### src/logic/ro_pkg.sv
`default_nettype none

package ro_pkg;

   // line geometry
   localparam int LINE_WORDS = 16;   // 32-bit words per cache line
   localparam int N_THREADS  = 8;    // thread contexts

   typedef logic [2:0]   thread_id_t;
   typedef logic [31:0]  word_t;
   typedef logic [31:0]  addr_t;     // byte address
   typedef logic [511:0] line_t;     // one read-data beat

   typedef logic [15:0]  tag_t;      // opaque task tag
   typedef logic [7:0]   n_words_t;  // request length, remaining count, word index
   typedef logic [3:0]   word_idx_t; // word position within a line
   typedef logic [15:0]  word_mask_t;
   typedef logic [7:0]   id_t;       // read id on the memory channels

   // what one outstanding read covers
   typedef struct packed {
      thread_id_t thread;
      word_mask_t valid_words;   // words of the line that belong to the request
      n_words_t   start_word;    // request-relative index of the first of them
   } mshr_t;

endpackage

`default_nettype wire

### src/logic/free_list.sv
`timescale 1ns/1ps
`default_nettype none

// circular buffer of free indices, full of every index after reset
module free_list #(
   parameter int  LOG_DEPTH = 3,
   parameter type entry_t   = logic [LOG_DEPTH-1:0]
) (
   input  logic   clk,
   input  logic   rstn,

   input  logic   push,
   input  entry_t push_data,

   input  logic   pop,
   output entry_t pop_data,

   output logic   empty,
   output logic   full
);

   localparam int DEPTH = 2**LOG_DEPTH;

   entry_t               mem [DEPTH];
   logic [LOG_DEPTH-1:0] rd_ptr;
   logic [LOG_DEPTH-1:0] wr_ptr;
   logic [LOG_DEPTH:0]   count;

   always_ff @(posedge clk) begin
      if (!rstn) begin
         rd_ptr <= '0;
         wr_ptr <= '0;   // wraps onto rd_ptr, list starts full
         count  <= DEPTH[LOG_DEPTH:0];
         for (int i = 0; i < DEPTH; i++) begin
            mem[i] <= entry_t'(i);
         end
      end else begin
         if (push) begin
            mem[wr_ptr] <= push_data;
            wr_ptr      <= wr_ptr + 1'b1;
         end
         if (pop) begin
            rd_ptr <= rd_ptr + 1'b1;
         end
         if (push && !pop) count <= count + 1'b1;
         else if (pop && !push) count <= count - 1'b1;
      end
   end

   assign pop_data = mem[rd_ptr];   // oldest free entry
   assign empty    = (count == '0);
   assign full     = (count == DEPTH[LOG_DEPTH:0]);

endmodule

`default_nettype wire

### src/logic/read_only_stage.sv
`timescale 1ns/1ps
`default_nettype none

module read_only_stage #(
   parameter int LOG_ARIDS = 5   // 32 reads in flight
) (
   input  logic             clk,
   input  logic             rstn,

   input  logic             req_valid,
   output logic             req_ready,
   input  ro_pkg::addr_t    req_addr,
   input  ro_pkg::n_words_t req_n_words,
   input  ro_pkg::tag_t     req_tag,

   output logic             arvalid,
   input  logic             arready,
   output ro_pkg::addr_t    araddr,
   output ro_pkg::id_t      arid,

   input  logic             rvalid,
   output logic             rready,
   input  ro_pkg::id_t      rid,
   input  ro_pkg::line_t    rdata,

   output logic             out_valid,
   input  logic             out_ready,
   output ro_pkg::tag_t     out_tag,
   output ro_pkg::word_t    out_data,
   output ro_pkg::n_words_t out_word_id,

   output logic             idle   // every thread back in its list
);

   ro_pkg::thread_id_t thread_id;
   logic               thread_empty;
   logic               thread_pop;
   logic               thread_push;
   ro_pkg::thread_id_t cur_thread;

   ro_pkg::id_t        arid_next;
   logic               arid_empty;
   logic               arid_pop;
   logic               arid_push;
   ro_pkg::id_t        arid_free;

   logic               ctx_load;
   ro_pkg::tag_t       ctx_tag;
   ro_pkg::n_words_t   ctx_n_words;
   logic               consume;
   logic               cur_last;

   logic               mshr_we;
   ro_pkg::id_t        mshr_wid;
   ro_pkg::mshr_t      mshr_wdata;

   free_list #(
      .LOG_DEPTH ($clog2(ro_pkg::N_THREADS)),
      .entry_t   (ro_pkg::thread_id_t)
   ) u_thread_list (
      .clk       (clk),
      .rstn      (rstn),
      .push      (thread_push),
      .push_data (cur_thread),
      .pop       (thread_pop),
      .pop_data  (thread_id),
      .empty     (thread_empty),
      .full      (idle)
   );

   free_list #(
      .LOG_DEPTH (LOG_ARIDS),
      .entry_t   (ro_pkg::id_t)
   ) u_arid_list (
      .clk       (clk),
      .rstn      (rstn),
      .push      (arid_push),
      .push_data (arid_free),
      .pop       (arid_pop),
      .pop_data  (arid_next),
      .empty     (arid_empty),
      .full      ()
   );

   ro_request_splitter #(
      .LOG_ARIDS (LOG_ARIDS)
   ) u_splitter (
      .clk          (clk),
      .rstn         (rstn),
      .req_valid    (req_valid),
      .req_ready    (req_ready),
      .req_addr     (req_addr),
      .req_n_words  (req_n_words),
      .req_tag      (req_tag),
      .thread_id    (thread_id),
      .thread_empty (thread_empty),
      .thread_pop   (thread_pop),
      .ctx_load     (ctx_load),
      .ctx_tag      (ctx_tag),
      .ctx_n_words  (ctx_n_words),
      .arid_next    (arid_next),
      .arid_empty   (arid_empty),
      .arid_pop     (arid_pop),
      .arvalid      (arvalid),
      .arready      (arready),
      .araddr       (araddr),
      .arid         (arid),
      .mshr_we      (mshr_we),
      .mshr_wid     (mshr_wid),
      .mshr_wdata   (mshr_wdata)
   );

   ro_thread_context u_context (
      .clk          (clk),
      .rstn         (rstn),
      .load         (ctx_load),
      .load_thread  (thread_id),
      .load_tag     (ctx_tag),
      .load_n_words (ctx_n_words),
      .consume      (consume),
      .cur_thread   (cur_thread),
      .cur_tag      (out_tag),
      .cur_last     (cur_last)
   );

   ro_response_unpacker #(
      .LOG_ARIDS (LOG_ARIDS)
   ) u_unpacker (
      .clk         (clk),
      .rstn        (rstn),
      .rvalid      (rvalid),
      .rready      (rready),
      .rid         (rid),
      .rdata       (rdata),
      .mshr_we     (mshr_we),
      .mshr_wid    (mshr_wid),
      .mshr_wdata  (mshr_wdata),
      .out_valid   (out_valid),
      .out_ready   (out_ready),
      .out_data    (out_data),
      .out_word_id (out_word_id),
      .cur_thread  (cur_thread),
      .cur_last    (cur_last),
      .consume     (consume),
      .thread_push (thread_push),
      .arid_push   (arid_push),
      .arid_free   (arid_free)
   );

endmodule

`default_nettype wire

### src/logic/ro_request_splitter.sv
`timescale 1ns/1ps
`default_nettype none

module ro_request_splitter #(
   parameter int LOG_ARIDS = 5
) (
   input  logic               clk,
   input  logic               rstn,

   input  logic               req_valid,
   output logic               req_ready,
   input  ro_pkg::addr_t      req_addr,
   input  ro_pkg::n_words_t   req_n_words,
   input  ro_pkg::tag_t       req_tag,

   input  ro_pkg::thread_id_t thread_id,
   input  logic               thread_empty,
   output logic               thread_pop,

   output logic               ctx_load,
   output ro_pkg::tag_t       ctx_tag,
   output ro_pkg::n_words_t   ctx_n_words,

   input  ro_pkg::id_t        arid_next,
   input  logic               arid_empty,
   output logic               arid_pop,

   output logic               arvalid,
   input  logic               arready,
   output ro_pkg::addr_t      araddr,
   output ro_pkg::id_t        arid,

   output logic               mshr_we,
   output ro_pkg::id_t        mshr_wid,
   output ro_pkg::mshr_t      mshr_wdata
);

   logic               busy;        // a request is being split
   ro_pkg::addr_t      cur_addr;
   ro_pkg::n_words_t   rem_words;
   ro_pkg::n_words_t   start_idx;   // request index of the word at cur_addr
   ro_pkg::thread_id_t cur_thread;

   ro_pkg::word_idx_t  line_off;
   logic [4:0]         room;        // words left in the current line
   logic [4:0]         n_this;      // words covered by this read
   logic               last_read;
   ro_pkg::word_mask_t wr_mask;
   logic               accept;
   logic               fire;

   assign line_off  = cur_addr[5:2];
   assign room      = 5'(ro_pkg::LINE_WORDS) - {1'b0, line_off};
   assign last_read = (rem_words <= {3'b000, room});
   assign n_this    = last_read ? rem_words[4:0] : room;

   always_comb begin
      wr_mask = '0;
      for (int i = 0; i < ro_pkg::LINE_WORDS; i++) begin
         wr_mask[i] = (i >= line_off) && (i < line_off + n_this);
      end
   end

   assign arvalid = busy && !arid_empty;
   assign araddr  = cur_addr;
   assign arid    = arid_next;
   assign fire    = arvalid && arready;

   // a new request may enter while the final read of the old one goes out
   assign req_ready = !thread_empty && (!busy || (fire && last_read));
   assign accept    = req_valid && req_ready;

   assign thread_pop  = accept;
   assign ctx_load    = accept;
   assign ctx_tag     = req_tag;
   assign ctx_n_words = req_n_words;

   assign arid_pop   = fire;
   assign mshr_we    = fire;
   assign mshr_wid   = arid_next;
   assign mshr_wdata = '{thread: cur_thread, valid_words: wr_mask, start_word: start_idx};

   always_ff @(posedge clk) begin
      if (!rstn) begin
         busy <= 1'b0;
      end else if (accept) begin
         busy <= 1'b1;
      end else if (fire && last_read) begin
         busy <= 1'b0;
      end
   end

   always_ff @(posedge clk) begin
      if (accept) begin
         cur_addr   <= req_addr;
         rem_words  <= req_n_words;
         start_idx  <= '0;
         cur_thread <= thread_id;
      end else if (fire && !last_read) begin
         cur_addr  <= {cur_addr[31:6] + 26'd1, 6'd0};   // next line start
         rem_words <= rem_words - ro_pkg::n_words_t'(n_this);
         start_idx <= start_idx + ro_pkg::n_words_t'(n_this);
      end
   end

endmodule

`default_nettype wire

### src/logic/ro_response_unpacker.sv
`timescale 1ns/1ps
`default_nettype none

module ro_response_unpacker #(
   parameter int LOG_ARIDS = 5
) (
   input  logic               clk,
   input  logic               rstn,

   input  logic               rvalid,
   output logic               rready,
   input  ro_pkg::id_t        rid,
   input  ro_pkg::line_t      rdata,

   input  logic               mshr_we,
   input  ro_pkg::id_t        mshr_wid,
   input  ro_pkg::mshr_t      mshr_wdata,

   output logic               out_valid,
   input  logic               out_ready,
   output ro_pkg::word_t      out_data,
   output ro_pkg::n_words_t   out_word_id,

   output ro_pkg::thread_id_t cur_thread,
   input  logic               cur_last,
   output logic               consume,

   output logic               thread_push,
   output logic               arid_push,
   output ro_pkg::id_t        arid_free
);

   ro_pkg::mshr_t      mshr_mem [2**LOG_ARIDS];

   logic               held;          // a beat is being unpacked
   ro_pkg::line_t      data_q;
   ro_pkg::word_mask_t mask_q;        // words still to send
   ro_pkg::n_words_t   word_id_q;
   ro_pkg::thread_id_t thread_q;

   ro_pkg::mshr_t      rd_entry;
   ro_pkg::word_idx_t  low_idx;
   ro_pkg::word_mask_t next_mask;
   logic               accept;
   logic               xfer;

   always_ff @(posedge clk) begin
      if (mshr_we) begin
         mshr_mem[mshr_wid[LOG_ARIDS-1:0]] <= mshr_wdata;
      end
   end

   assign rd_entry = mshr_mem[rid[LOG_ARIDS-1:0]];

   // lowest pending word of the beat
   always_comb begin
      low_idx = '0;
      for (int i = ro_pkg::LINE_WORDS-1; i >= 0; i--) begin
         if (mask_q[i]) low_idx = ro_pkg::word_idx_t'(i);
      end
   end

   assign next_mask = mask_q & (mask_q - 1'b1);   // drop lowest set bit

   assign out_valid   = held;
   assign out_data    = data_q[low_idx*32 +: 32];
   assign out_word_id = word_id_q;
   assign xfer        = out_valid && out_ready;

   assign rready = !held || (xfer && (next_mask == '0));
   assign accept = rvalid && rready;

   assign cur_thread  = thread_q;
   assign consume     = xfer;
   assign thread_push = xfer && cur_last;
   assign arid_push   = accept;      // entry is already captured with the beat
   assign arid_free   = rid;

   always_ff @(posedge clk) begin
      if (!rstn) begin
         held <= 1'b0;
      end else if (accept) begin
         held <= 1'b1;
      end else if (xfer && (next_mask == '0)) begin
         held <= 1'b0;
      end
   end

   always_ff @(posedge clk) begin
      if (accept) begin
         data_q    <= rdata;
         mask_q    <= rd_entry.valid_words;
         word_id_q <= rd_entry.start_word;
         thread_q  <= rd_entry.thread;
      end else if (xfer) begin
         mask_q    <= next_mask;
         word_id_q <= word_id_q + 1'b1;
      end
   end

endmodule

`default_nettype wire

### src/logic/ro_thread_context.sv
`timescale 1ns/1ps
`default_nettype none

module ro_thread_context (
   input  logic               clk,
   input  logic               rstn,

   input  logic               load,
   input  ro_pkg::thread_id_t load_thread,
   input  ro_pkg::tag_t       load_tag,
   input  ro_pkg::n_words_t   load_n_words,

   input  logic               consume,
   input  ro_pkg::thread_id_t cur_thread,
   output ro_pkg::tag_t       cur_tag,
   output logic               cur_last
);

   ro_pkg::tag_t     tag_mem   [ro_pkg::N_THREADS];
   ro_pkg::n_words_t remaining [ro_pkg::N_THREADS];

   always_ff @(posedge clk) begin
      if (load) begin
         tag_mem[load_thread] <= load_tag;
      end
   end

   // load only hits a free thread and consume only a busy one
   always_ff @(posedge clk) begin
      if (!rstn) begin
         for (int i = 0; i < ro_pkg::N_THREADS; i++) begin
            remaining[i] <= '0;
         end
      end else begin
         if (load) begin
            remaining[load_thread] <= load_n_words;
         end
         if (consume) begin
            remaining[cur_thread] <= remaining[cur_thread] - 1'b1;
         end
      end
   end

   assign cur_tag  = tag_mem[cur_thread];
   assign cur_last = (remaining[cur_thread] == ro_pkg::n_words_t'(1)); // word being sent ends it

endmodule

`default_nettype wire

### config.mk
export PLATFORM = sky130hd
export DESIGN_NAME = read_only_stage
export DESIGN_NICKNAME = d
export VERILOG_FILES = /design/src/logic/ro_pkg.sv /design/src/logic/free_list.sv /design/src/logic/read_only_stage.sv /design/src/logic/ro_request_splitter.sv /design/src/logic/ro_response_unpacker.sv /design/src/logic/ro_thread_context.sv
export SDC_FILE = /design/constraint.sdc
export NUM_CORES = 2
export LEC_CHECK = 0
export BUFFER_PORTS_ARGS = -buffer_cell sky130_fd_sc_hd__buf_2
export CELL_PAD_IN_SITES_DETAIL_PLACEMENT = 0
export CELL_PAD_IN_SITES_GLOBAL_PLACEMENT = 2
export CORE_MARGIN = 3
export CORE_UTILIZATION = 44
export DETAILED_ROUTE_END_ITERATION = 8
export GPL_ROUTABILITY_DRIVEN = 0
export PLACE_DENSITY = 0.86
export SLEW_MARGIN = 20
export SYNTH_ARGS = -nofsm -noshare
export SYNTH_HDL_FRONTEND = slang
export SYNTH_SLANG_ARGS = --single-unit
### constraint.sdc
create_clock -name clk -period 28.2 [get_ports clk]
set_input_delay 5.64 -clock clk [delete_from_list [all_inputs] [get_ports clk]]
set_output_delay 5.64 -clock clk [all_outputs]
set_load 0.03 [all_outputs]
Word-level counts from Yosys, hierarchy flattened
Memory sizes are Yosys's and may differ from the RTL's. A register that Yosys moved wholly into a read port is not among the register bits. Index checks and enable logic that the tools add are counted.

Shifts and indexed selects: 1. Mux-type cells: 67. Bitwise gates (word level): 1. Equality and inequality tests: 2. Order comparisons: 32. $add $sub $neg: 16. Reduce and logical (&&, ||, !) cells: 53.

Operator list (number): indexed part select 512 x 10 -> 32 bit (1); < comparator 4 x 32 -> 1 bit (first input constant) (8); < comparator 3 x 32 -> 1 bit (first input constant) (4); two-way mux 4 bit (18); < comparator 1 x 32 -> 1 bit (first input constant) (2); < comparator 2 x 32 -> 1 bit (first input constant) (2); two-way mux 32 bit (2); two-way mux 8 bit (7); two-way mux 16 bit (2); logical AND 1 bit (29); >= comparator 4 bit (first input constant) (7); adder 26 x 1 -> 26 bit (second input constant) (1); two-way mux 1 bit (24); two-way mux 3 bit (8); OR reduction 8 bit (3); two-way mux 5 bit (4); bitwise AND 16 bit (1); >= comparator 3 x 4 -> 1 bit (first input constant) (4); logical NOT 16 bit (1); subtractor 16 x 1 -> 16 bit (second input constant) (1); two-way mux 6 bit (2); nonzero test 2 bit (6); adder 5 x 1 -> 5 bit (second input constant) (2); logical NOT 1 bit (9); other kinds (20) (24).

Register bits after elaboration: 618. Memories: 5. Output and inout port bits: 101. Bits of input ports: 582. Logic and storage cells: 193. Bits in writable memories: 1336.

Memories: u_unpacker.mshr_mem (words 32, bits a word 27, read ports 1, clocked after memory_dff 0, wr ports 1, line ro_response_unpacker.sv:33) `ro_pkg::mshr_t mshr_mem [2**LOG_ARIDS];`; u_arid_list.mem (words 32, bits a word 8, read ports 1, clocked after memory_dff 1, wr ports 32, line free_list.sv:24) `entry_t mem [DEPTH];`; u_context.tag_mem (words 8, bits a word 16, read ports 1, clocked after memory_dff 1, wr ports 1, line ro_thread_context.sv:19) `ro_pkg::tag_t tag_mem [ro_pkg::N_THREADS];`; u_context.remaining (words 8, bits a word 8, read ports 1, clocked after memory_dff 1, wr ports 8, line ro_thread_context.sv:20) `ro_pkg::n_words_t remaining [ro_pkg::N_THREADS];`; u_thread_list.mem (words 8, bits a word 3, read ports 1, clocked after memory_dff 1, wr ports 8, line free_list.sv:24).

Depth between registers and ports, before layout
Word-level depth: 17. Depth in mapped cells: 22. Mapped depth without buffers: 21.

Hierarchy
Synthesis repeated with hierarchy kept, for this count alone.

Cells, all modules: 4800. Area total of the unflattened synthesis: 81379.3 µm².

By module, submodules not included: ro_response_unpacker (sequential area each 42150.4 µm², area an instance 54051.8 µm², instances 1, cells each 2682); free_list at u_arid_list (sequential area each 8107.8 µm², area an instance 13007.5 µm², instances 1, cells each 953); ro_thread_context (sequential area each 5765.5 µm², area an instance 8536.9 µm², instances 1, cells each 594); ro_request_splitter (sequential area each 1471.4 µm², area an instance 4033.9 µm², instances 1, cells each 431); free_list at u_thread_list (sequential area each 980.9 µm², area an instance 1749.2 µm², instances 1, cells each 140).

Worst setup path before layout
OpenSTA, ideal clock, no wires.

Path type: input port to flip-flop. From: input out_ready. To: register u_arid_list.count[5]. Arrival: 23.931 ns. Required time: 28.137 ns. Cell stages on the path: 15. Setup slack: 4.207 ns. Path buffers: 1. Cell sequence: nand4_1 -> o41ai_4 -> nand2_2 -> inv_2 -> buf_1 -> ha_1 -> inv_1 -> ha_1 -> a21o_1 -> a21oi_1 -> o21bai_1 -> a21oi_1 -> xnor2_1 -> or3_1 -> nand3_1.

Longest elaborated chain between the ends: 7. Elaborated cells on any way between the ends: 9. Those cells by class: mux (1); reduce/logical (8).

RTL lines: start, declared (line read_only_stage.sv:27) `input logic out_ready,`; logical AND 1 bit * (line ro_response_unpacker.sv:68) `assign xfer = out_valid && out_ready;`; logical AND 1 bit * (line ro_response_unpacker.sv:70) `assign rready = !held || (xfer && (next_mask == '0));`; logical OR 1 bit * (line ro_response_unpacker.sv:70); logical AND 1 bit * (line ro_response_unpacker.sv:71) `assign accept = rvalid && rready;`; named net arid_push (line read_only_stage.sv:44) `logic arid_push;`; logical NOT 1 bit (line free_list.sv:46) `else if (pop && !push) count <= count - 1'b1;`; logical AND 1 bit (line free_list.sv:46); nonzero test 2 bit (no line); end signal, assigned (line free_list.sv:33) `count <= DEPTH[LOG_DEPTH:0];`; end signal, assigned (line free_list.sv:45) `if (push && !pop) count <= count + 1'b1;`; end signal, assigned (line free_list.sv:46); end, declared (line free_list.sv:27) `logic [LOG_DEPTH:0] count;`.

Mark *: on every way through the listed nets, which the timed path passes. The rest lies on a longest branch. A chain may end at the register's enable or synchronous reset.

Worst setup path after layout
From: input out_ready. To: output rready.

Longest elaborated chain between the ends: 3.

RTL lines: logical AND 1 bit (line ro_response_unpacker.sv:68); logical AND 1 bit (line ro_response_unpacker.sv:70); logical OR 1 bit (line ro_response_unpacker.sv:70); end, declared (line read_only_stage.sv:22) `output logic rready,`.

No other way between the ends.

==> results.py <==
metrics = {
    "status": {
        "status": "finished clean",
    },
    "synthesis": {
        "ys_ff_latch": 1965,
        "synth_edf_count": 1918,
        "synth_cells": 4800,
        "yosys-top-cells-area": "edfxtp_1, mux4_2, mux2i_1",
        "ys.flop_type": "edfxtp_1",
        "synthArstFlopShare_pct": 0,
        "synth_top_area_share_pct": 72.2,
        "syn-num-nets": 5428,
        "synth.distinct_cells": 76,
        "post_synth.cell_area_avg_um2": 16.6,
        "yosysWarnings": 0,
        "syn_area_mm2": 0.0797,
        "synth_area_leader_cell": "edfxtp_1",
        "synth_seq_area_share_pct": 73.4,
    },
    "worst_setup_path": {
        "startpoint": "out_ready",
        "max_stage_delay_ps": 670,
        "reg2reg_slack_ps": 19740,
        "crit_path_cell_trace": "buf_2 -> nand4_1 -> o41ai_4 -> buf_2",
        "worstSetupPathType": "input port to output port",
        "crit_required_ps": 22560,
        "critPathLaunchType": "input port",
        "critPathMaxFanout": 5,
        "arrival_ps": 6920,
        "worst_r2r_startpoint": "u_unpacker.mask_q[2]",
        "slowest_stage": "o41ai_4",
        "worstSetupEndpointType": "output port",
        "crit_top_cell": "buf_2",
    },
    "timing": {
        "worst_pin_slew_ps": 1210,
        "post-route-period-util_pct": 44.5,
        "fin_skew_ps": 53.0,
        "final-setup-viol-count": 0,
        "fmax_mhz": 79.6,
        "relSlewSlack_pct": 18.5,
        "rsz0062_at_grt": "false",
        "tns_ps": 0,
        "hold_viol": 0,
        "finalCriticalPeriod_ps": 12560,
        "maxSlewViolCount": 0,
    },
    "global_routing": {
        "grtUsageMet1_pct": 34.0,
        "grt_pass1_wl_um": 349000,
        "track_usage_pct": 26.4,
        "busiest_layer": "met2",
        "grt_max_degree": 88,
        "use_met3_pct": 6.69,
        "overflow": 0,
        "antenna_found_initial": 62,
        "grt.met2_usage_pct": 42.5,
        "grt_pass1_vias": 46900,
    },
    "finish": {
        "final_common_cell": "edfxtp_1",
        "drive_gt1_share_pct": 26.9,
        "final_nets": 6171,
        "fillCellCount": 14600,
        "syn_to_final_growth_pct": 16.6,
        "final_cell_mix": "edfxtp_1, buf_2, nor2_1",
        "stdcell_area_mm2": 0.0930,
    },
    "drt": {
        "viasPerCell": 6.06,
        "drt_iter0_markers": 5967,
        "num_vias": 49100,
        "antenna_left": 0,
        "dr.pass1.iters": 7,
        "routed_wl_um": 251000,
        "wl_per_cell_um": 31.0,
        "drc": 0,
    },
    "floorplan": {
        "core-area_mm2": 0.179,
        "die_x_um": 432,
        "rows": 155,
        "dieArea_mm2": 0.186,
        "die_h_um": 432,
        "num_io_pins": 683,
        "start_util_pct": 44.5,
    },
    "cts": {
        "clk_pin_slew_ps": 60,
        "cts_buffers": 189,
        "cts-resized-gates": 0,
        "cts_tree": "built",
        "clock_sinks": 1965,
        "clk_latency_ps": 850,
        "post-cts-setup-buffers": 0,
        "hold_buffers": 0,
        "cts_buffer_depth": 3,
        "root_buffer": "clkbuf_16",
        "htree_levels": 4,
    },
    "min_path": {
        "hold_start": "u_thread_list.rd_ptr[1]",
        "hp-class": "flop to flop",
    },
    "power": {
        "p_per_area_mw_per_mm2": 80.2,
        "p_leak_nw": 31.0,
        "peakVddDrop_mv": 0.0954,
    },
    "flow_run": {
        "max-cap-violations": 0,
    },
    "placed_design": {
        "numPortBuffers": 682,
        "dpl_cell_area_mm2": 0.0865,
        "hpwl_um": 167000,
    },
}
-- worst max-delay path: cells and delay by family --
family                 cells  cell delay, ps
buffers and inverters      2             470
and+or+nand+nor            1             140
AOI/OAI and AO/OA          1             670
-- report_power, final --
part | total (mW) | internal, mW | switching [mW]
Combinational | 1.19 | 0.351 | 0.838
Clock | 2.54 | 1.42 | 1.12
Sequential | 3.73 | 3.63 | 0.0994
Total | 7.46 | 5.40 | 2.06
-- Yosys cell counts (9+ instances only) --
cell type and number:
nor2_1 440, ha_1 41, a31o_2 20, nand4_1 18
nand2_1 357, a211oi_1 27, nor2b_1 23, o2bb2ai_1 9
nand2b_1 29, o21ai_0 166, a21oi_1 45, nand3_1 97
buf_2 18, a32o_1 22, mux2_2 51, a32oi_1 13
or3_1 11, mux4_2 261, or2_2 13, xor2_1 27
o221ai_1 36, nor3_1 113, a221oi_1 72, nor4_1 11
a22oi_1 50, and2_1 33, clkbuf_1 192, o211ai_1 33
inv_1 32, buf_1 62, o22ai_1 72, xnor2_1 42
dfxtp_1 47, mux2i_1 191, a2111oi_0 9, a22o_1 63
o31ai_1 11, and3_1 32, edfxtp_1 1918
-- per-stage QoR --
stage	hold WS [ps]	utilization [%]	instances	setup slack (ps)	total power [mW]
CTS	504	51.8	8052	15230	7.49
finish	497	51.9	8100	15640	7.46
floorplan	467	-	4800	4210	4.48
global placement	485	48.3	7703	15260	4.93
detailed placement	497	48.3	7704	15230	4.97
global route	545	51.8	8076	15620	7.71
-- layout make-up --
cell class | count | area [µm²] | share of cell area (%)
tap | 2355 | 2950 | 3.17
antenna | 45 | 113 | 0.121
clock buffer | 229 | 4890 | 5.26
inverter | 35 | 140 | 0.151
timing repair buffer | 829 | 4550 | 4.89
sequential | 1965 | 58500 | 63.0
multi-input combinational | 2523 | 20400 | 22.0
clock inverter | 119 | 1360 | 1.46
-- metal layers --
layer / routed length (µm) / vias up / part of all wire, %
met2: 121000 / 2822 / 48
met1: 92200 / 25100 / 37
met5: 235 / - / 0.094
li1: - / 20600 / -
met3: 26100 / 516 / 10
met4: 11900 / 34 / 4.8
-- state kept, by name, indices dropped and copies added, names as in the netlist, 3 cells and up, named ones only --
name,flops
u_unpacker.data_q,512
u_splitter.cur_thread,3
u_arid_list.rd_ptr,5
u_splitter.rem_words,8
u_thread_list.mem,24
u_thread_list.rd_ptr,3
u_arid_list.mem,256
u_thread_list.wr_ptr,3
u_arid_list.count,6
u_arid_list.wr_ptr,5
u_splitter.araddr,32
u_unpacker.mshr_mem,864
u_thread_list.count,4
u_context.tag_mem,128
u_context.remaining,64
u_splitter.start_idx,8
u_unpacker.out_word_id,8
u_unpacker.mask_q,16
u_unpacker.cur_thread,3
-- kinds of logic (layout without fill, tap and decap cells) --
logic type | after synthesis | in the layout | synth area share [%]
flops | 1965 | 1965 | 73.4
simple gates | 1196 | 1196 | 6.63
compound gates | 707 | 707 | 6.37
mux | 503 | 503 | 10.5
buf+inv | 312 | 1212 | 1.54
xor+xnor | 69 | 69 | 0.758
fa+ha+maj | 48 | 48 | 0.794
other cells | 0 | 45 | 0
-- path summary, 6_finish.rpt --
| path | end | depth (start not counted) |
|---|---|---|
| setup / recovery | rready | 4 |
| hold / removal | flop | 2 |
| setup reg to reg | u_unpacker.data_q[130] | 13 |
| hold reg to reg | flop | 2 |
No activity file was read; power rests on OpenSTA's default activity.
